<file path="src/design/vwrite_ctrl.sv">
`timescale 1ns/1ns

module vwrite_ctrl (
   input  logic clk,
   input  logic rst,
   input  logic run_i,
   input  logic pingpong_i,
   input  logic store_done_i,
   input  logic drain_done_i,
   output logic start_o,
   output logic bank_o,
   output logic done_o
);

   logic start_q;
   logic bank_q;
   logic store_flag_q;
   logic drain_flag_q;

   assign start_o = start_q;
   assign bank_o = bank_q;
   assign done_o = store_flag_q && drain_flag_q;

   always_ff @(posedge clk or posedge rst) begin
      if (rst) begin
         start_q      <= 1'b0;
         bank_q       <= 1'b0;
         store_flag_q <= 1'b1;
         drain_flag_q <= 1'b1;
      end else begin
         start_q <= run_i;
         // swap halves each run, plain mode stays on bank 0
         if (run_i) begin
            bank_q <= pingpong_i ? ~bank_q : 1'b0;
         end
         // path done flags still show the previous run until start has landed
         if (run_i || start_q) begin
            store_flag_q <= 1'b0;
            drain_flag_q <= 1'b0;
         end else begin
            store_flag_q <= store_flag_q || store_done_i;
            drain_flag_q <= drain_flag_q || drain_done_i;
         end
      end
   end

endmodule

</file>
<file path="config.mk">
export PLATFORM = sky130hd
export DESIGN_NAME = vwrite_ctrl
export DESIGN_NICKNAME = d
export VERILOG_FILES = /design/src/design/vwrite_ctrl.sv
export SDC_FILE = /design/constraint.sdc
export NUM_CORES = 1
export LEC_CHECK = 0
export ABC_AREA = 1
export BUFFER_PORTS_ARGS = -buffer_cell sky130_fd_sc_hd__buf_2
export CORE_AREA = 2 2 39 41
export DETAILED_ROUTE_END_ITERATION = 7
export DIE_AREA = 0 0 41 43
export PLACE_DENSITY = 0.32
export SLEW_MARGIN = 20
export SYNTH_ARGS = -nofsm -noshare
export SYNTH_HDL_FRONTEND = slang
export SYNTH_SLANG_ARGS = --single-unit
</file>
<file path="constraint.sdc">
create_clock -name clk -period 0.8 [get_ports clk]
set_input_delay 0.16 -clock clk [delete_from_list [all_inputs] [get_ports clk]]
set_output_delay 0.16 -clock clk [all_outputs]
set_load 0.05 [all_outputs]
</file>
# After elaboration in Yosys (flattened, before gate mapping)
# Cells that the tools add are included.
[word_totals]
ff_bits = 4
latchBits = 0
mem_bits_rw = 0
rom_bits = 0
in_bits = 6
out_inout_bits = 3
elab_cells = 12
mem_count = 0
[classes]
n_addsub = 0
multipliers = 0
n_div = 0
magnitude_cmp = 0
eq_ne = 0
n_shift = 0
muxes = 3
n_bitwise = 1
n_reduce_logical = 4
[op_table]
columns = ["operator", "count"]
rows = [
  ["1-bit logical OR", 3],
  ["1-bit two-way mux", 3],
  ["1-bit logical AND", 1],
  ["1-bit inverter", 1],
]

# Longest topological paths before layout
# Gate-level depths: netlist (run 1).
[logic_depth]
depth_word = 2
mapped_depth = 3

# Worst setup path before layout (run 1)
# Ideal clock, no wire load.
[synth_path]
path_kind = "register -> output"
start = "register store_flag_q"
end = "output port done_o"
arrival_ns = 0.855
required_time_ns = 0.640
setup_slack_ns = -0.215
stages_incl_launch_ff = 3
path_buffers = 0
cell_sequence = "dfstp_2 -> nand2_1 -> inv_1"
[synth_via]
elab_chain_cells = 1
[synth_lines]
columns = ["item", "line_no", "text"]
rows = [
  ["start: declaration", "17", "logic store_flag_q;"],
  ["start signal: assignment", "41", "store_flag_q <= store_flag_q || store_done_i;"],
  ["1-bit logical AND", "22", "assign done_o = store_flag_q && drain_flag_q;"],
  ["end: declaration", "12", "output logic done_o"],
]
# No other way between the ends.

# Worst setup path in the final report (run 1)
# Ends and elaborated chain as after synthesis.

==> metrics.yaml, run 1 <==
layout_commonest_cell: "buf_2"
stdcell_area_sq_um: 334
dp_hpwl_um: 228
grt_first_pass_wirelength_um: 634
cts_max_level: 1
relSlewSlack: 0.897
nNetsFinal: 40
vias: 168
clk_pin_slew_ps: 40
io_pins: 9
p_leak_uw: 0.000159
drc: 0
hold_viol: 0
core_area_sq_mm: 0.00138
pwr_density_cell_mw_per_mm2: 1930
tightestPinTransition_ps: 154
violations: "negative setup slack"
synth_compound_area_frac: 0
gp_congestion: 0.574
die_h_um: 43
period_needed_ps: 1180
hold_path_depth: 1
vias_per_cell: 3.43
grt.overflow.total: 0
end_kind: "output pin"
synthTopCellsByArea: "dfstp_2 33%, dfrtp_1 31%, nor2_1 9.4%"
drt_pre_antenna_iters: 2
cp_data_arrival_time_ps: 1020
finish.utilization: 0.241
clockRootBuffer: "clkbuf_4"
path_max_fanout: 2
finalSetupViolCount: 3
synth_nets: 24
chipWidth_um: 41
cp-start-kind: "flip-flop"
outcome: "finished with violations"
numCtsBuffers: 3
synth_top_family_by_area: "simple AND/OR/NAND/NOR gates"
area_delta_synth_final_pct: 110
yosys.area_share.simple: 0.236
dpl_cell_area_sq_um: 228
required_ps: 640
antenna_found_initial: 0
synthAdderAreaFrac: 0
start_util: 0.115
synthXorXnorAreaFrac: 0
grt_pass1_vias: 155
syn_inst: 18
max_freq_mhz: 850
yosys_warnings: 0
max_cap_viol_count: 0
final_cell_mix: "5 x buf_2, 3 x clkbuf_4, 3 x buf_8"
ys_ff_latch: 4
yosysTopAreaCellShare: 0.331
layout_worst_path_cycle_share: 1.47
cts_max_path_buffers: 2
worstHoldPathType: "input port to flip-flop"
synth_seq_area_share: 0.646
max_stage_delay_ps: 520
insertion_delay_ps: 240
slowest_stage: "dfstp_2"
drtIter0Drc: 6
num_antenna_cells: 0
portBuffers: 8
fin_skew_ps: 6.49
rsz0062_at_grt: "yes"
clock_sinks: 4
grt_max_degree: 5
layout_setup_ws_ps: -377
drive_gt1_frac: 0.788
worst_ir_drop_vdd_mv: 1.04
worstPathCellList: "nand2_2 -> clkinvlp_4 -> buf_8"
synthMuxAreaShare: 0
fill_cells: 150
grtUsageTotal: 0.0595
yosysTopAreaCell: "dfstp_2"
final_antenna_net_count: 0
synth_area_per_cell_sq_um: 8.83
syn_area_sq_um: 159
post_drt_wl_per_cell_um: 7.86
yosysUniqueCellTypes: 8
worstSetupPathType: "flip-flop to output pin"
cts_tree: "yes"
finalMaxSlewViolations: 0
drt-total-wl_um: 385
die_area_sq_mm: 0.00176
rr_worst_depth: 4
rows: 14
kinds of logic (layout without fill, tap and decap cells):
| kind of cell | Yosys count | after routing |
|---|---|---|
| buf+inv | 5 | 20 |
| flops | 4 | 4 |
| simple gates | 9 | 9 |
layer usage:
| layer | vias up | GRT usage | part of all wire |
|---|---|---|---|
| li1 | 80 | - | - |
| met1 | 76 | 0.0749 | 0.38 |
| met2 | 12 | 0.0656 | 0.44 |
| met3 | 0 | 0.0628 | 0.18 |
| met4 | 0 | 0.0200 | 0 |
| met5 | - | 0 | 0 |
final timing paths:
| path | startpoint | to | slack (ps) |
|---|---|---|---|
| min in group asynchronous | rst | start_o$_DFF_PP0_ | 350 |
| worst min register to register | store_flag_q$_DFF_PP1_ | store_flag_q$_DFF_PP1_ | 550 |
| max in group asynchronous | rst | drain_flag_q$_DFF_PP1_ | 220 |
| worst min-delay path | run_i | start_o$_DFF_PP0_ | 80 |
| worst max register to register | start_o$_DFF_PP0_ | drain_flag_q$_DFF_PP1_ | 30 |
| worst max-delay path | store_flag_q$_DFF_PP1_ | done_o | -380 |
where the power goes:
part	total, uW	switching [uW]	internal [uW]
logic	132	69.4	62.8
registers	234	12.9	222
clock network	277	89.7	188
through the flow:
step | setup TNS (ps) | worst slack (ps) | hold slack, ps | cells | total power (uW)
CTS | -732 | -385 | 59.5 | 49 | 635
floorplan | -117 | -117 | -75.2 | 18 | 285
global placement | -224 | -224 | 40.7 | 42 | 310
detailed placement | -227 | -227 | 50.2 | 42 | 312
finish | -729 | -377 | 80.0 | 49 | 644
global route | -860 | -418 | 66.4 | 49 | 693
synthesized netlist by cell type:
cell / n
nor2_1: 4
inv_1: 3
dfrtp_1: 2
dfstp_2: 2
nand3_1: 1
nand2_2: 1
nand2_1: 3
inv_2: 2
sequential cells by signal, summed over array words and instances, names as in the netlist:
signal and cells:
bank_o 1, drain_flag_q 1, start_o 1, store_flag_q 1
area by class of cell:
cell class,count,area (sq um),area share
multi-input cells,9,55.1,0.165
repair buffers,11,103,0.307
well taps,16,20.0,0.0599
inverters,5,25.0,0.0749
flip-flops and latches,4,105,0.315
clock buffers,4,26.3,0.0787
critical path: cells and delay by family, from the launching register on:
kind	cells	cell delay, ps
flops	1	520
simple gates	1	60
buf+inv	2	200
what timing repair did:
item,in CTS,in global routing
hold buffers,1,0
resized for setup,9,8
endpoints found under the hold margin,2,0
cloned,0,0
setup endpoints to repair,3,6
pin swaps,0,1
buffers inserted,2,0
Power figures use the tool's default switching activity.
==> run 2: changes to the inputs <==
- SKIP_LAST_GASP: unset -> 1
==> run 2 against run 1 <==
The run still ends with negative setup slack left. Die area did not move. Fmax barely moved. Sequential share of layout area rose by 1.6 points. Global-route usage did not move. Highest routed layer unchanged. Critical path type unchanged. Non-clock buffer count did not move. Critical path depth did not move. Cell count did not move. Combinational power fell by 8%.
==> metrics.yaml, run 2 (synthesis results as in run 1) <==
die_h_um: 43  # unchanged
drt_pre_antenna_iters: 3  # +1
tightestPinTransition_ps: 150  # -3.62 ps
layout_commonest_cell: "buf_2"
grtUsageTotal: 0.0595  # unchanged
power.share.clock: 0.440  # +0.009
hold_start: "run_i"
stdcell_area_sq_um: 318  # -4.9%
grt_pass1_vias: 155  # unchanged
period_needed_ps: 1180  # -0.603 ps
max_stage_delay_ps: 520  # about the same
cts_max_level: 1  # unchanged
clockRootBuffer: "clkbuf_4"
cp-start-kind: "flip-flop"
power.internal_uw: 467  # -0.96%
worstPathCellList: "nand2_2 -> clkinvlp_4 -> buf_8"
numCtsBuffers: 3  # unchanged
clock_sinks: 4  # unchanged
post_drt_wl_per_cell_um: 7.10  # -9.6%
drive_gt1_frac: 0.727  # -0.0606
end_kind: "output pin"
reg2reg_from: "start_o$_DFF_PP0_"
worst_ir_drop_vdd_mv: 1.03  # -1.4%
antenna_found_initial: 0  # unchanged
dp_slack_ps: -227  # unchanged
path_buf_inv: 2  # unchanged
finalSetupViolCount: 3  # unchanged
required_ps: 640  # about the same
pwr_density_cell_mw_per_mm2: 1990  # +3.3%
core_area_sq_mm: 0.00138  # unchanged
pwr-share-seq: 0.369  # +0.005
path_max_fanout: 2  # unchanged
rrSetupSlack_ps: 10  # -20 ps
r2r-end: "drain_flag_q$_DFF_PP1_"
die_area_sq_mm: 0.00176  # unchanged
drc: 0  # unchanged
cp_data_arrival_time_ps: 1020  # about the same
nNetsFinal: 40  # unchanged
rr_worst_depth: 4  # unchanged
worstSetupPathType: "flip-flop to output pin"
grt_max_degree: 5  # unchanged
setup-tns-final_ps: -726  # +3.65 ps
p_sw_uw: 166  # -3.7%
worstHoldEndpoint: "start_o$_DFF_PP0_"
num_antenna_cells: 0  # unchanged
layout_worst_path_cycle_share: 1.47  # about the same
drt-total-wl_um: 348  # -9.6%
clk_pin_slew_ps: 40  # about the same
grt.overflow.total: 0  # unchanged
vias_per_cell: 3.31  # -3.6%
hold_path_depth: 1  # unchanged
vias: 162  # -3.6%
max_freq_mhz: 850  # about the same
violations: "negative setup slack"
hold_viol: 0  # unchanged
finalMaxSlewViolations: 0  # unchanged
area_delta_synth_final_pct: 100
final_antenna_net_count: 0  # unchanged
fin_skew_ps: 8.05  # +1.55 ps
drtIter0Drc: 4  # -2
p_leak_uw: 0.000152  # -4.4%
rsz0062_at_grt: "yes"
relSlewSlack: 0.900  # +0.00242
final_cell_mix: "5 x buf_2, 3 x clkbuf_4, 3 x buf_8"
max_cap_viol_count: 0  # unchanged
io_pins: 9  # unchanged
worstHoldPathType: "input port to flip-flop"
dp_hpwl_um: 228  # unchanged
finish.utilization: 0.230  # -0.0118
grt_first_pass_wirelength_um: 634  # unchanged
dpl_cell_area_sq_um: 228  # unchanged
cts_tree: "yes"
layout_setup_ws_ps: -376  # +0.603 ps
gp_congestion: 0.574  # unchanged
cpLargestDelayFamily: "flip-flops"
cts_max_path_buffers: 2  # unchanged
chipWidth_um: 41  # unchanged
start_util: 0.115  # unchanged
comb_power_share: 0.191  # -0.014
outcome: "finished with violations"
p_sw_frac: 0.262  # -0.00555
portBuffers: 8  # unchanged
rows: 14  # unchanged
total_power_uw: 633  # -1.7%
slowest_stage: "dfstp_2"
insertion_delay_ps: 240  # about the same
## run 2: cell counts in the layout (fill, tap and decap cells not counted)
No cell type changed its count.
## run 2: what timing repair did
| action | in CTS | in global routing |
|---|---|---|
| pin swaps | 0 | 1 |
| gates resized for setup | 9 | 3 |
| setup buffers | 2 | 0 |
| endpoints found under the hold margin | 2 | 0 |
| gates cloned | 0 | 0 |
| endpoints found under the setup margin | 3 | 6 |
| hold buffers | 1 | 0 |
## run 2: cell type report
cell class                 count  area (sq um)
clock buffer                   4          26.3
fill                         154          1070
inverter                       5          22.5
multi-input combinational      9          45.0
sequential                     4           105
tap                           16          20.0
timing repair buffer          11          98.8
## run 2: worst reg2reg max path, cell delays in order, from the launching register on
cell and delay [ps]:
dfrtp_2 420, buf_4 140, inv_2 40, nand2_2 50, nor2_2 70
## run 2: how the worst max path moves through the flow
stage	startpoint	to	slack [ps]	cells after the start
2_1_floorplan	store_flag_q$_DFF_PP1_	done_o	-120	2
3_3_place_gp	store_flag_q$_DFF_PP1_	done_o	-220	3
3_5_place_dp	store_flag_q$_DFF_PP1_	done_o	-230	3
4_1_cts	store_flag_q$_DFF_PP1_	done_o	-390	3
5_1_grt	store_flag_q$_DFF_PP1_	done_o	-420	3
6_report	store_flag_q$_DFF_PP1_	done_o	-380	3
## run 2: per-stage QoR
stage | hold WS (ps) | cells
floorplan | -75.2 | 18
global placement | 40.7 | 42
detailed placement | 50.2 | 42
CTS | 59.5 | 49
global route | 53.9 | 49
finish | 67.1 | 49
## run 2: power groups by stage
stage / clock network (uW) / logic [uW] / registers (uW)
floorplan: 0 / 24.0 / 261
global placement: 0 / 78.0 / 232
detailed placement: 0 / 79.5 / 232
CTS: 288 / 115 / 232
global route: 312 / 133 / 237
finish: 278 / 121 / 234
## run 2: routing by layer
layer | track usage | vias up | part of all wire
li1 | - | 80 | -
met1 | 0.0749 | 70 | 0.41
met2 | 0.0656 | 12 | 0.38
met3 | 0.0628 | 0 | 0.21
met4 | 0.0200 | 0 | 0
met5 | 0 | - | 0
==> run 3: changes to the inputs <==
- CTS_BUF_LIST: unset -> sky130_fd_sc_hd__clkbuf_16
==> run 3 against run 2 <==
Register-to-register slack barely moved. The run still ends with negative setup slack left. Global-route usage is 0.50 points higher. Combinational power is 8% higher. Critical endpoint unchanged. Fmax grew 1.3%.
==> metrics.yaml, run 3 (synthesis results as in run 1) <==
outcome: "finished with violations"
violations: "negative setup slack"
io_pins: 9  # unchanged
rsz0062_at_grt: "yes"
max_stage_delay_ps: 520  # about the same
drc: 0  # unchanged
layout_commonest_cell: "buf_2"
final_antenna_net_count: 0  # unchanged
nNetsFinal: 40  # unchanged
final_cell_mix: "5 x buf_2, 3 x inv_1, 3 x clkbuf_16, 3 x buf_8"
start_util: 0.115  # unchanged
num_antenna_cells: 0  # unchanged
die_h_um: 43  # unchanged
hold_viol: 0  # unchanged
p_leak_uw: 0.000187  # +23%
finalSetupViolCount: 3  # unchanged
clk_pin_slew_ps: 30  # about the same
drt_pre_antenna_iters: 2  # -1
grt.overflow.total: 0  # unchanged
worst_hold_slack_ps: 94.6  # +27.5 ps
core_area_sq_mm: 0.00138  # unchanged
finalMaxSlewViolations: 0  # unchanged
max_cap_viol_count: 0  # unchanged
total_power_uw: 1140  # +81%
setup-tns-final_ps: -674  # +52.0 ps
cts_max_level: 1  # unchanged
relSlewSlack: 0.898  # -0.00172
cp_data_arrival_time_ps: 1000  # -20 ps
fin_cells: 49  # unchanged
end_kind: "output pin"
grt_first_pass_wirelength_um: 703  # +11%
clock_sinks: 4  # unchanged
worstHoldPathType: "input port to flip-flop"
numCtsBuffers: 3  # unchanged
dp_hpwl_um: 228  # unchanged
path_max_fanout: 2  # unchanged
worst_ir_drop_vdd_mv: 2.29  # +120%
gp_congestion: 0.574  # unchanged
slowest_stage: "dfstp_2"
fin_skew_ps: 3.54  # -4.51 ps
area_delta_synth_final_pct: 143
vias_per_cell: 3.39  # +2.5%
die_area_sq_mm: 0.00176  # unchanged
insertion_delay_ps: 220  # -20 ps
tightestPinTransition_ps: 153  # +2.58 ps
grtUsageTotal: 0.0645  # +0.00504
clockRootBuffer: "clkbuf_16"
max_freq_mhz: 861  # +1.3%
cp-start-kind: "flip-flop"
drtIter0Drc: 2  # -2
antenna_found_initial: 0  # unchanged
vias: 166  # +2.5%
drive_gt1_frac: 0.758  # +0.0303
drt-total-wl_um: 378  # +8.6%
layout_setup_ws_ps: -361  # +15.3 ps
portBuffers: 8  # unchanged
dp_slack_ps: -227  # unchanged
pwr_density_cell_mw_per_mm2: 2960  # +48%
cts_tree: "yes"
post-place-cells: 42  # unchanged
chipWidth_um: 41  # unchanged
cts_max_path_buffers: 2  # unchanged
layout_worst_path_cycle_share: 1.45  # -0.0192
grt_max_degree: 5  # unchanged
worstPathCellList: "nand2_2 -> clkinvlp_4 -> buf_8"
grt_pass1_vias: 173  # +12%
rows: 14  # unchanged
post_drt_wl_per_cell_um: 7.71  # +8.6%
period_needed_ps: 1160  # -15.3 ps
worstSetupPathType: "flip-flop to output pin"
required_ps: 640  # about the same
==> run 3: per-stage QoR <==
step,utilization,area (sq um)
global placement,0.165,228
detailed placement,0.165,228
floorplan,-,168
finish,0.279,387
CTS,0.261,362
global route,0.279,387
==> run 3: critical path: cells and delay by family (launching register included) <==
| kind | cells | cell delay (ps) |
|---|---|---|
| buf+inv | 2 | 200 |
| simple gates | 1 | 60 |
| flops | 1 | 520 |
==> run 3: repair_timing <==
item | CTS | global route
hold buffers | 1 | 0
pin swaps | 0 | 2
endpoints found under the setup margin | 3 | 6
setup buffers | 2 | 0
endpoints found under the hold margin | 2 | 0
resized for setup | 9 | 7
==> run 3: final timing paths <==
check / slack (ps) / cells after the start / from / endpoint
min in group asynchronous: 370 / 3 / rst / start_o$_DFF_PP0_
min reg2reg: 540 / 2 / drain_flag_q$_DFF_PP1_ / drain_flag_q$_DFF_PP1_
max reg2reg: 20 / 4 / start_o$_DFF_PP0_ / drain_flag_q$_DFF_PP1_
max in group asynchronous: 200 / 3 / rst / store_flag_q$_DFF_PP1_
min: 90 / 1 / run_i / start_o$_DFF_PP0_
max: -360 / 3 / store_flag_q$_DFF_PP1_ / done_o
==> run 3: power by group <==
part / internal (uW) / total [uW] / leakage [uW] / switching (uW)
logic: 62.5 / 131 / 0.000102 / 68.9
clock network: 644 / 777 / 0.0000423 / 133
registers: 222 / 235 / 0.0000428 / 13.0
total: 929 / 1140 / 0.000187 / 215
==> run 3: layer usage <==
layer | track usage | vias to the layer above | routed length, um
met5 | 0 | - | 0
met2 | 0.0750 | 9 | 167
li1 | - | 80 | -
met3 | 0.0681 | 0 | 56
met4 | 0.0200 | 0 | 0
met1 | 0.0782 | 77 | 154
==> run 3: cell type report <==
class / count / area, sq um
clock buffer: 3 / 75.1
clock inverter: 1 / 3.75
fill: 145 / 997
inverter: 5 / 25.0
multi-input combinational: 9 / 55.1
sequential: 4 / 105
tap: 16 / 20.0
timing repair buffer: 11 / 103
