[config.mk]
export PLATFORM = sky130hd
export DESIGN_NAME = drain_path
export DESIGN_NICKNAME = d
export VERILOG_FILES = /design/src/design/vwrite_pkg.sv /design/src/design/addr_gen.sv /design/src/design/drain_path.sv
export VERILOG_INCLUDE_DIRS = /design/src /design/src/design
export SDC_FILE = /design/constraint.sdc
export NUM_CORES = 1
export LEC_CHECK = 0
export ABC_AREA = 1
export BUFFER_PORTS_ARGS = -buffer_cell sky130_fd_sc_hd__buf_4
export CORE_ASPECT_RATIO = 0.5
export CORE_MARGIN = 2
export CORE_UTILIZATION = 30
export CTS_BUF_LIST = sky130_fd_sc_hd__clkbuf_16
export DETAILED_ROUTE_END_ITERATION = 16
export GPL_ROUTABILITY_DRIVEN = 0
export SLEW_MARGIN = 10
export SYNTH_ARGS = -nofsm -noshare
export SYNTH_HDL_FRONTEND = slang
export SYNTH_HIERARCHICAL = 1
export SYNTH_SLANG_ARGS = --single-unit
[constraint.sdc]
create_clock -name clk -period 5.8 [get_ports clk]
set_input_delay 0 -clock clk [delete_from_list [all_inputs] [get_ports clk]]
set_output_delay 0 -clock clk [all_outputs]
set_load 0.05 [all_outputs]
[src/design/vwrite_consts.svh]
`ifndef VWRITE_CONSTS_SVH
`define VWRITE_CONSTS_SVH

// staging buffer address, one word
`define VW_ADDR_W 10
// period and duty counters
`define VW_PER_W 8
`define VW_DATA_W 32
// burst length in beats
`define VW_LEN_W 8
`define VW_DELAY_W 6
`define VW_EXT_ADDR_W 32

`endif

[src/design/vwrite_pkg.sv]
`include "vwrite_consts.svh"

package vwrite_pkg;

   // one address generator setup
   typedef struct packed {
      logic [`VW_ADDR_W-1:0]  start;
      logic [`VW_ADDR_W-1:0]  incr;
      logic [`VW_PER_W-1:0]   per;
      logic [`VW_PER_W-1:0]   duty;
      logic [`VW_ADDR_W-1:0]  iter;
      logic [`VW_ADDR_W-1:0]  shift;
      logic [`VW_DELAY_W-1:0] delay;
   } gen_cfg_t;

   typedef struct packed {
      logic [`VW_EXT_ADDR_W-1:0] ext_addr;
      logic [`VW_LEN_W-1:0]      length;
      logic                      enabled;
      gen_cfg_t                  gen;
   } write_cfg_t;

   typedef struct packed {
      logic                      cyc;
      logic                      stb;
      logic                      we;
      logic [`VW_EXT_ADDR_W-1:0] adr;
      logic [`VW_DATA_W-1:0]     dat;
   } wb_m2s_t;

   typedef struct packed {
      logic ack;
   } wb_s2m_t;

   // flat in plain mode, bank plus offset in ping-pong mode
   typedef union packed {
      logic [`VW_ADDR_W-1:0] flat;
      struct packed {
         logic                  bank;
         logic [`VW_ADDR_W-2:0] offset;
      } banked;
   } buf_addr_u;

   typedef struct packed {
      logic                  en;
      logic [`VW_ADDR_W-1:0] addr;
      logic [`VW_DATA_W-1:0] data;
   } buf_wr_t;

endpackage

[src/design/addr_gen.sv]
`timescale 1ns/1ns
`include "vwrite_consts.svh"

module addr_gen
   import vwrite_pkg::*;
(
   input  logic      clk,
   input  logic      rst,
   input  logic      start_i,
   input  gen_cfg_t  cfg_i,
   input  logic      ready_i,
   output logic      valid_o,
   output buf_addr_u addr_o,
   output logic      done_o
);

   gen_cfg_t               cfg_q;
   logic                   busy_q;
   logic                   done_q;
   logic [`VW_DELAY_W-1:0] dly_q;
   logic [`VW_PER_W-1:0]   step_q;
   logic [`VW_ADDR_W-1:0]  iter_q;
   logic [`VW_ADDR_W-1:0]  base_q;
   logic [`VW_ADDR_W-1:0]  addr_q;
   logic                   cfg_empty;
   logic                   walking;
   logic                   advance;

   assign cfg_empty = (cfg_i.per == '0) || (cfg_i.iter == '0);
   assign walking = busy_q && (dly_q == '0);
   // steps past the duty are walked but not presented
   assign valid_o = walking && (step_q < cfg_q.duty);
   assign advance = walking && (ready_i || !valid_o);
   assign addr_o.flat = addr_q;
   assign done_o = done_q;

   always_ff @(posedge clk) begin
      if (start_i) begin
         cfg_q <= cfg_i;
      end
   end

   always_ff @(posedge clk or posedge rst) begin
      if (rst) begin
         busy_q <= 1'b0;
         done_q <= 1'b1;
         dly_q  <= '0;
         step_q <= '0;
         iter_q <= '0;
         base_q <= '0;
         addr_q <= '0;
      end else if (start_i) begin
         busy_q <= !cfg_empty;
         done_q <= cfg_empty;
         dly_q  <= cfg_i.delay;
         step_q <= '0;
         iter_q <= '0;
         base_q <= cfg_i.start;
         addr_q <= cfg_i.start;
      end else if (busy_q && (dly_q != '0)) begin
         dly_q <= dly_q - 1'b1;
      end else if (advance) begin
         if (step_q == cfg_q.per - 1'b1) begin
            step_q <= '0;
            if (iter_q == cfg_q.iter - 1'b1) begin
               busy_q <= 1'b0;
               done_q <= 1'b1;
            end else begin
               // next period starts from the shifted base
               iter_q <= iter_q + 1'b1;
               base_q <= base_q + cfg_q.shift;
               addr_q <= base_q + cfg_q.shift;
            end
         end else begin
            step_q <= step_q + 1'b1;
            addr_q <= addr_q + cfg_q.incr;
         end
      end
   end

   a_no_valid_in_delay: assert property (@(posedge clk) disable iff (rst)
      start_i && (cfg_i.delay != '0) |=> !valid_o);

   a_hold_on_stall: assert property (@(posedge clk) disable iff (rst)
      valid_o && !ready_i && !start_i |=> valid_o && $stable(addr_o));

endmodule

[src/design/drain_path.sv]
`timescale 1ns/1ns
`include "vwrite_consts.svh"

module drain_path
   import vwrite_pkg::*;
(
   input  logic                  clk,
   input  logic                  rst,
   input  logic                  start_i,
   input  logic                  pingpong_i,
   input  logic                  bank_i,
   input  write_cfg_t            cfg_i,
   output logic [`VW_ADDR_W-1:0] rd_addr_o,
   input  logic [`VW_DATA_W-1:0] rd_data_i,
   output wb_m2s_t               wb_o,
   input  wb_s2m_t               wb_i,
   output logic                  done_o
);

   localparam logic [1:0] ST_IDLE  = 2'd0;
   localparam logic [1:0] ST_READ  = 2'd1;
   localparam logic [1:0] ST_ISSUE = 2'd2;
   localparam logic [1:0] ST_WAIT  = 2'd3;

   logic [1:0]                state_q;
   logic [`VW_LEN_W-1:0]      beat_q;
   logic [`VW_LEN_W-1:0]      len_q;
   logic [`VW_EXT_ADDR_W-1:0] ext_q;
   logic [`VW_DATA_W-1:0]     dat_q;
   logic                      done_q;
   logic                      gen_valid;
   logic                      gen_ready;
   logic                      gen_done;
   logic                      issuing;
   buf_addr_u                 gen_addr;
   buf_addr_u                 rd_addr;

   // idle also swallows addresses beyond the burst length
   assign gen_ready = (state_q == ST_READ) || (state_q == ST_IDLE);
   assign issuing = (state_q == ST_ISSUE) || (state_q == ST_WAIT);
   assign done_o = done_q;

   addr_gen u_gen (
      .clk     (clk),
      .rst     (rst),
      .start_i (start_i && cfg_i.enabled),
      .cfg_i   (cfg_i.gen),
      .ready_i (gen_ready),
      .valid_o (gen_valid),
      .addr_o  (gen_addr),
      .done_o  (gen_done)
   );

   always_comb begin
      rd_addr = gen_addr;
      if (pingpong_i) begin
         rd_addr.banked.bank = ~bank_i;
      end
      rd_addr_o = rd_addr.flat;
      wb_o.cyc = issuing;
      wb_o.stb = issuing;
      wb_o.we  = issuing;
      wb_o.adr = ext_q + {{(`VW_EXT_ADDR_W-`VW_LEN_W-2){1'b0}}, beat_q, 2'b00};
      // read word arrives in issue and is held from the capture afterwards
      wb_o.dat = (state_q == ST_ISSUE) ? rd_data_i : dat_q;
   end

   always_ff @(posedge clk) begin
      if (start_i) begin
         ext_q <= cfg_i.ext_addr;
         len_q <= cfg_i.length;
      end
      if (state_q == ST_ISSUE) begin
         dat_q <= rd_data_i;
      end
   end

   always_ff @(posedge clk or posedge rst) begin
      if (rst) begin
         state_q <= ST_IDLE;
         beat_q  <= '0;
         done_q  <= 1'b1;
      end else if (start_i) begin
         beat_q <= '0;
         if (cfg_i.enabled && (cfg_i.length != '0)) begin
            state_q <= ST_READ;
            done_q  <= 1'b0;
         end else begin
            state_q <= ST_IDLE;
            done_q  <= 1'b1;
         end
      end else begin
         case (state_q)
            ST_READ: begin
               if (gen_valid) begin
                  state_q <= ST_ISSUE;
               end else if (gen_done) begin
                  // generator ran out before the burst length
                  state_q <= ST_IDLE;
                  done_q  <= 1'b1;
               end
            end
            ST_ISSUE, ST_WAIT: begin
               if (wb_i.ack) begin
                  beat_q <= beat_q + 1'b1;
                  if (beat_q == len_q - 1'b1) begin
                     state_q <= ST_IDLE;
                     done_q  <= 1'b1;
                  end else begin
                     state_q <= ST_READ;
                  end
               end else begin
                  state_q <= ST_WAIT;
               end
            end
            default: state_q <= ST_IDLE;
         endcase
      end
   end

   // strobe only inside a cycle and only for beats within the burst length
   a_stb_in_cycle: assert property (@(posedge clk) disable iff (rst)
      wb_o.stb |-> wb_o.cyc && (beat_q < len_q));

   a_wb_hold: assert property (@(posedge clk) disable iff (rst)
      wb_o.stb && !wb_i.ack |=> wb_o.stb && $stable(wb_o.adr) && $stable(wb_o.dat));

endmodule

======== Word level (Yosys, flattened, before mapping) ========
Cells that the tools add are included.
word-level totals
  output and inout bits ................... 78
  input port bits ......................... 141
  bits in latches ......................... 0
  memories kept ........................... 0
  logic and storage cells ................. 125
  bits in writable memories ............... 0
  bits in read-only memories .............. 0
  flip-flop bits (word level) ............. 175
operators by class
  $add $sub $neg .......................... 10
  reduce and logical (&&, ||, !) cells .... 32
  div/mod/pow operators ................... 0
  equal/unequal tests ..................... 14
  muxes and demuxes ....................... 49
  bitwise operators ....................... 1
  order comparisons ....................... 1
  shift-type cells ........................ 0
  $mul .................................... 0
operator list
  kind                                                    number
  two-way mux 10 bit                                      14
  two-way mux 8 bit                                       7
  adder 32 x 10 -> 32 bit                                 1
  two-way mux 32 bit                                      1
  adder 10 bit                                            2
  two-way mux 1 bit                                       19
  adder 8 x 1 -> 8 bit (second input constant)            2
  == test 8 bit                                           2
  subtractor 8 x 1 -> 8 bit (second input constant)       2
  two-way mux 6 bit                                       2
  nonzero test 2 bit                                      6
  adder 10 x 1 -> 10 bit (second input constant)          1
  == test 10 bit                                          1
  zero test 10 bit                                        1
  subtractor 10 x 1 -> 10 bit (second input constant)     1
  inequality test 3 bit (second input constant)           3
  zero test 8 bit                                         1
  < comparator 8 bit                                      1
  two-way mux 2 bit                                       4
  AND reduction 4 bit                                     2
  nonzero test 8 bit                                      1
  logical AND 1 bit                                       6
  zero test 6 bit                                         1
  inequality test 3 x 2 -> 1 bit (second input constant)  2
  other kinds (17)                                        24

======== Logic depth before layout (Yosys ltp) ========
  word-level depth ........................ 9
  depth in mapped cells ................... 18
  depth with buffers taken out ............ 17

======== Hierarchy ========
Netlist, hierarchy kept.
by module, submodules not included
  module      area each (µm²)  sequential area each (µm²)  cells each  times used
  addr_gen    5855.6           2533.7                      759         1
  drain_path  4071.4           2118.3                      411         1

======== Least setup slack after synthesis ========
Ideal clock, no wire load.
  kind .................................... reg-to-output
  start point ............................. register beat_q[0]
  end point ............................... output port wb_o[44] in the netlist's numbering
  required time ........................... 5800 ps
  buffers on the path ..................... 0
  path slack .............................. 3291 ps
  cell stages (with the launch flop) ...... 10
  data arrival time ....................... 2509 ps
  path through ............................ dfrtp_1 > ha_1 > inv_1 > fa_1 > nand3b_1 > nand2_1 > a21oi_2 > o21ai_4 > nand3_1 > xnor2_1
RTL lines
  what                    line               source
  start, declared         drain_path.sv:26   logic [`VW_LEN_W-1:0] beat_q;
  start signal, assigned  drain_path.sv:105  beat_q <= beat_q + 1'b1;
  end, declared           drain_path.sv:15   output wb_m2s_t wb_o,

======== Worst setup path in the final report ========
  start point ............................. input port start_i
  end point ............................... register u_gen.iter_q[8]
between the ends
  cells in the longest elaborated chain, start to end .. 3
  elaborated cells between the ends (all ways) .. 7
  classes of those cells .................. eq/ne: 2; mux: 1; reduce/logical: 4
ends and longest elaborated chain
  what                                                                                   line              source
  start, declared                                                                        drain_path.sv:9   input logic start_i,
  logical AND 1 bit *                                                                    drain_path.sv:46  .start_i (start_i && cfg_i.enabled),
  inequality test 2 x 1 -> 1 bit (no line) / nonzero test 2 bit (equally long branches)  --
  AND reduction 4 bit (no line)                                                          --
  end signal, assigned                                                                   addr_gen.sv:70    iter_q <= iter_q + 1'b1;
  end, declared                                                                          addr_gen.sv:22    logic [`VW_ADDR_W-1:0] iter_q;
Every way passes the cells marked *; elsewhere a longest branch is shown, timed or not.
A chain may end at the register's enable or synchronous reset.

==> metrics.yaml <==
cells_and_area:
  ff_latch_area_um2: 4652
  nets: 1709
  area_growth_syn_to_layout_pct: 41.42
  diodes: 0
  final_util: 0.4278
  drive_gt1_frac: 0.2075
  multi_input_area_um2: 4609
  finalInstanceArea_um2: 14040
  fillers: 3244
grt:
  track_usage: 0.1640
  grt_pass1_vias: 8741
  grt_pass1_wl_um: 44620
  grt.overflow.total: 0
  antenna_found_initial: 0
  grt_max_degree: 54
critical_path:
  cp.arrival_ns: 3.38
  startpoint_type: "primary input"
  crit_top_cell: "nand2_1"
  path_cells: "buf_4 -> nand2_1 -> inv_2 -> clkinv_1 -> nand2_1 -> nand2_4 -> nor2_8 -> inv_4 -> nand2_1 -> nand2_1"
  regToRegSetupSlack_ns: 3.15
  regToRegStartpoint: "u_gen/cfg_q[34]$_DFFE_PP_"
  crit_type: "in -> reg"
  critPathCaptureType: "flop"
  worst-path-buf-inv: 4
  max_stage_delay_ns: 0.78
  slowest_stage: "clkinv_1"
  r2r_cells: 17
  worstReg2RegEnd: "u_gen/iter_q[8]$_DFFE_PP0P_"
  required_ns: 6.14
  cp_top_family: "buffers and inverters"
  critPathMaxFanout: 44
logic_synthesis:
  yosysTopAreaCell: "edfxtp_1"
  synth_cells: 1170
  synth_area_per_cell_um2: 8.485
  ys.flop_type: "edfxtp_1"
  synth_enable_flop_cells: 86
  ys_seq_area_frac: 0.4686
  yosysTopAreaCellShare: 0.2601
  ys_seq_elements: 175
  synth_area_um2: 9927
  synth.area.top_cells: "edfxtp_1, dfrtp_1, nand2_1, dfxtp_1, inv_1"
  yosysWarnings: 6
  synth_nets: 1355
  async_reset_ff_frac: 0.3257
  yosysUniqueCellTypes: 47
clock_tree:
  numClockSinks: 175
  root_buffer: "clkbuf_16"
  cts_buffer_depth: 2
  clkSlewWorstSetupHoldPaths_ns: 0.07
  cts_setup_buffers: 0
  cts_resized: 0
  clk_latency_ns: 0.45
  numCtsBuffers: 17
  htreeDepth: 4
  cts_tree: "built"
power:
  switching_power_mw: 2.324
  vdd.ir_drop.worst_uv: 279.9
  p_leak_nw: 6.593
  pwr-share-comb: 0.439
  power_frac_clock: 0.235
  power.share.switching: 0.4132
  p_seq_frac: 0.326
  power.total_mw: 5.625
  intPower_mw: 3.301
  power_density_nw_per_um2: 400.7
route:
  initialDrtViolationCount: 515
  met3WireLength_um: 871
  routed_wl_um: 28070
  met2_length_um: 13520
  num_vias: 8871
  wire_per_inst_um: 14.19
  topRoutingLayerUsed: "met4"
  dr.pass1.iters: 5
  drc: 0
  vias_per_cell: 4.485
  postRouteAntennaNets: 0
  drt-met1-wl_um: 12600
job:
  maxCapViolations: 0
sta:
  finalCriticalPeriod_ns: 3.035
  setup_viol: 0
  finalHoldViolations: 0
  slew_viol_final: 0
  fmaxAchievable_ghz: 0.3295
  layout_setup_ws_ns: 2.765
  worst_pin_slew_ns: 0.9757
  relSlewSlack: 0.3486
  finalCritPeriodShare: 0.5233
  rsz0062_at_grt: "false"
  skew_ns: 0.007015
  setup_tns_ns: 0
worst_hold_path:
  worstHoldStart: "start_i"
  hp-class: "in -> reg"
  min_to: "ext_q[31]$_DFFE_PP_"
  hold_depth: 1
placed_design:
  post-place-ws_ns: 2.256
  hpwl_um: 20920
  dpl_cell_area_um2: 12010
  numPortBuffers: 218
die:
  die_area_um2: 34650
  core_um2: 32810
  fp-row-count: 47
  die_w_um: 261.3
  die_y_um: 132.6
  start_util: 0.3025
  boundaryPins: 219
outcome:
  status: "finished clean"
-- worst register-to-register path, stage by stage (launching register included) --
cell and delay, ns:
edfxtp_1 0.41, inv_2 0.11, ha_1 0.25, inv_1 0.08, nand2_1 0.07, nand3_1 0.07, nand2_1 0.12, nand2_1 0.06
nor2_1 0.16, nand2_1 0.08, nor2_2 0.12, nand2_2 0.14, nand2_4 0.12, nand2_4 0.11, nor2_8 0.34, inv_4 0.14
nand2_1 0.09, nand2_1 0.05
-- per-stage QoR --
| stage | hold WS (ns) | instances |
|---|---|---|
| 2_1_floorplan | -0.1483 | 1170 |
| 3_3_place_gp | 0.04932 | 1810 |
| 3_5_place_dp | 0.06039 | 1810 |
| 4_1_cts | 0.07319 | 1978 |
| 5_1_grt | 0.08449 | 1978 |
| 6_report | 0.07633 | 1978 |
-- cells in the mapped netlist (4+ instances only) --
cell type  count
edfxtp_1      86
buf_4          7
nand2_1      341
nor3_1        15
dfxtp_1       32
nand2_2        5
ha_1          41
a21oi_1       38
nor2_1        92
dfrtp_1       55
inv_1        140
nand4_1       19
nor2_2         7
nand3b_1       4
clkbuf_1       8
nand3_1       89
nor4_1        11
o21ai_0       31
xor2_1        34
buf_2          5
mux2_2        32
xnor2_1       27
o21ai_1        7
-- routing by layer --
| metal | vias to the layer above | track usage |
|---|---|---|
| met5 | - | 0 |
| met3 | 62 | 0.02567 |
| met1 | 4102 | 0.2053 |
| met2 | 171 | 0.2778 |
| met4 | 0 | 0.07670 |
| li1 | 4536 | - |
-- cell type report --
type | count | share of cell area
clock inverter | 15 | 0.01711
inverter | 145 | 0.03895
tap | 441 | 0.03930
timing repair buffer | 356 | 0.2146
clock buffer | 17 | 0.03030
sequential | 175 | 0.3314
multi-input combinational | 829 | 0.3283
-- cells in the final DEF (no fill, tap or decap), drive strengths merged --
| cell | instances |
|---|---|
| nor3 | 16 |
| ha | 41 |
| o21ai | 41 |
| clkbuf | 17 |
| nor4 | 11 |
| clkinv | 6 |
| a21oi | 40 |
| or2 | 3 |
| nand3b | 4 |
| dfstp | 2 |
| and2 | 1 |
| nand2 | 349 |
| nor3b | 1 |
| a21o | 2 |
| dfrtp | 55 |
| o21bai | 3 |
| xnor2 | 29 |
| o221ai | 1 |
| clkinvlp | 2 |
| fa | 3 |
| xor2 | 34 |
| edfxtp | 86 |
| dfxtp | 32 |
| bufinv | 6 |
| buf | 220 |
| nand4 | 19 |
| o211ai | 3 |
| nand3 | 89 |
| o22ai | 1 |
| nor2 | 103 |
| dlygate4sd3 | 136 |
| inv | 146 |
| a31oi | 3 |
| mux2 | 32 |
-- power by group through the flow --
stage               combinational, mW  clock [mW]  sequential [mW]
finish                           2.47        1.32             1.84
global route                     2.68        1.40             1.88
CTS                              2.46        1.35             1.84
detailed placement               2.37           0             1.86
global placement                 2.36           0             1.86
floorplan                        1.62           0             1.89
-- logic make-up after synthesis --
family / synth area share
mux: 0.03630
xor+xnor: 0.05710
flops: 0.4686
buf+inv: 0.06705
simple gates: 0.2588
compound gates: 0.05445
fa+ha+maj: 0.05773
-- repair_timing --
action	in CTS	in global routing
setup endpoints to repair	0	0
endpoints found under the hold margin	201	0
hold buffers	136	0
-- flip-flops by register name, summed over array words and instances, names as in the netlist --
register	cells
u_gen/busy_q	1
u_gen/iter_q	10
len_q	8
u_gen/dly_q	6
u_gen/base_q	10
state_q	2
u_gen/addr_o	10
done_o	1
u_gen/cfg_q	46
dat_q	32
beat_q	8
ext_q	32
u_gen/done_o	1
u_gen/step_q	8
-- worst max path at each step --
| stage | startpoint | to | slack (ns) | cells past startpoint |
|---|---|---|---|---|
| after floorplan | beat_q[0]$_DFFE_PP0P_ | wb_o[44] | 3.29 | 9 |
| after global placement | start_i | u_gen/base_q[8]$_DFFE_PP0P_ | 2.37 | 10 |
| after detailed placement | start_i | u_gen/iter_q[8]$_DFFE_PP0P_ | 2.26 | 10 |
| after CTS | start_i | u_gen/iter_q[8]$_DFFE_PP0P_ | 2.74 | 10 |
| after global routing | start_i | u_gen/base_q[2]$_DFFE_PP0P_ | 2.36 | 10 |
| final | start_i | u_gen/iter_q[8]$_DFFE_PP0P_ | 2.77 | 10 |
No activity file was read; power rests on OpenSTA's default activity.
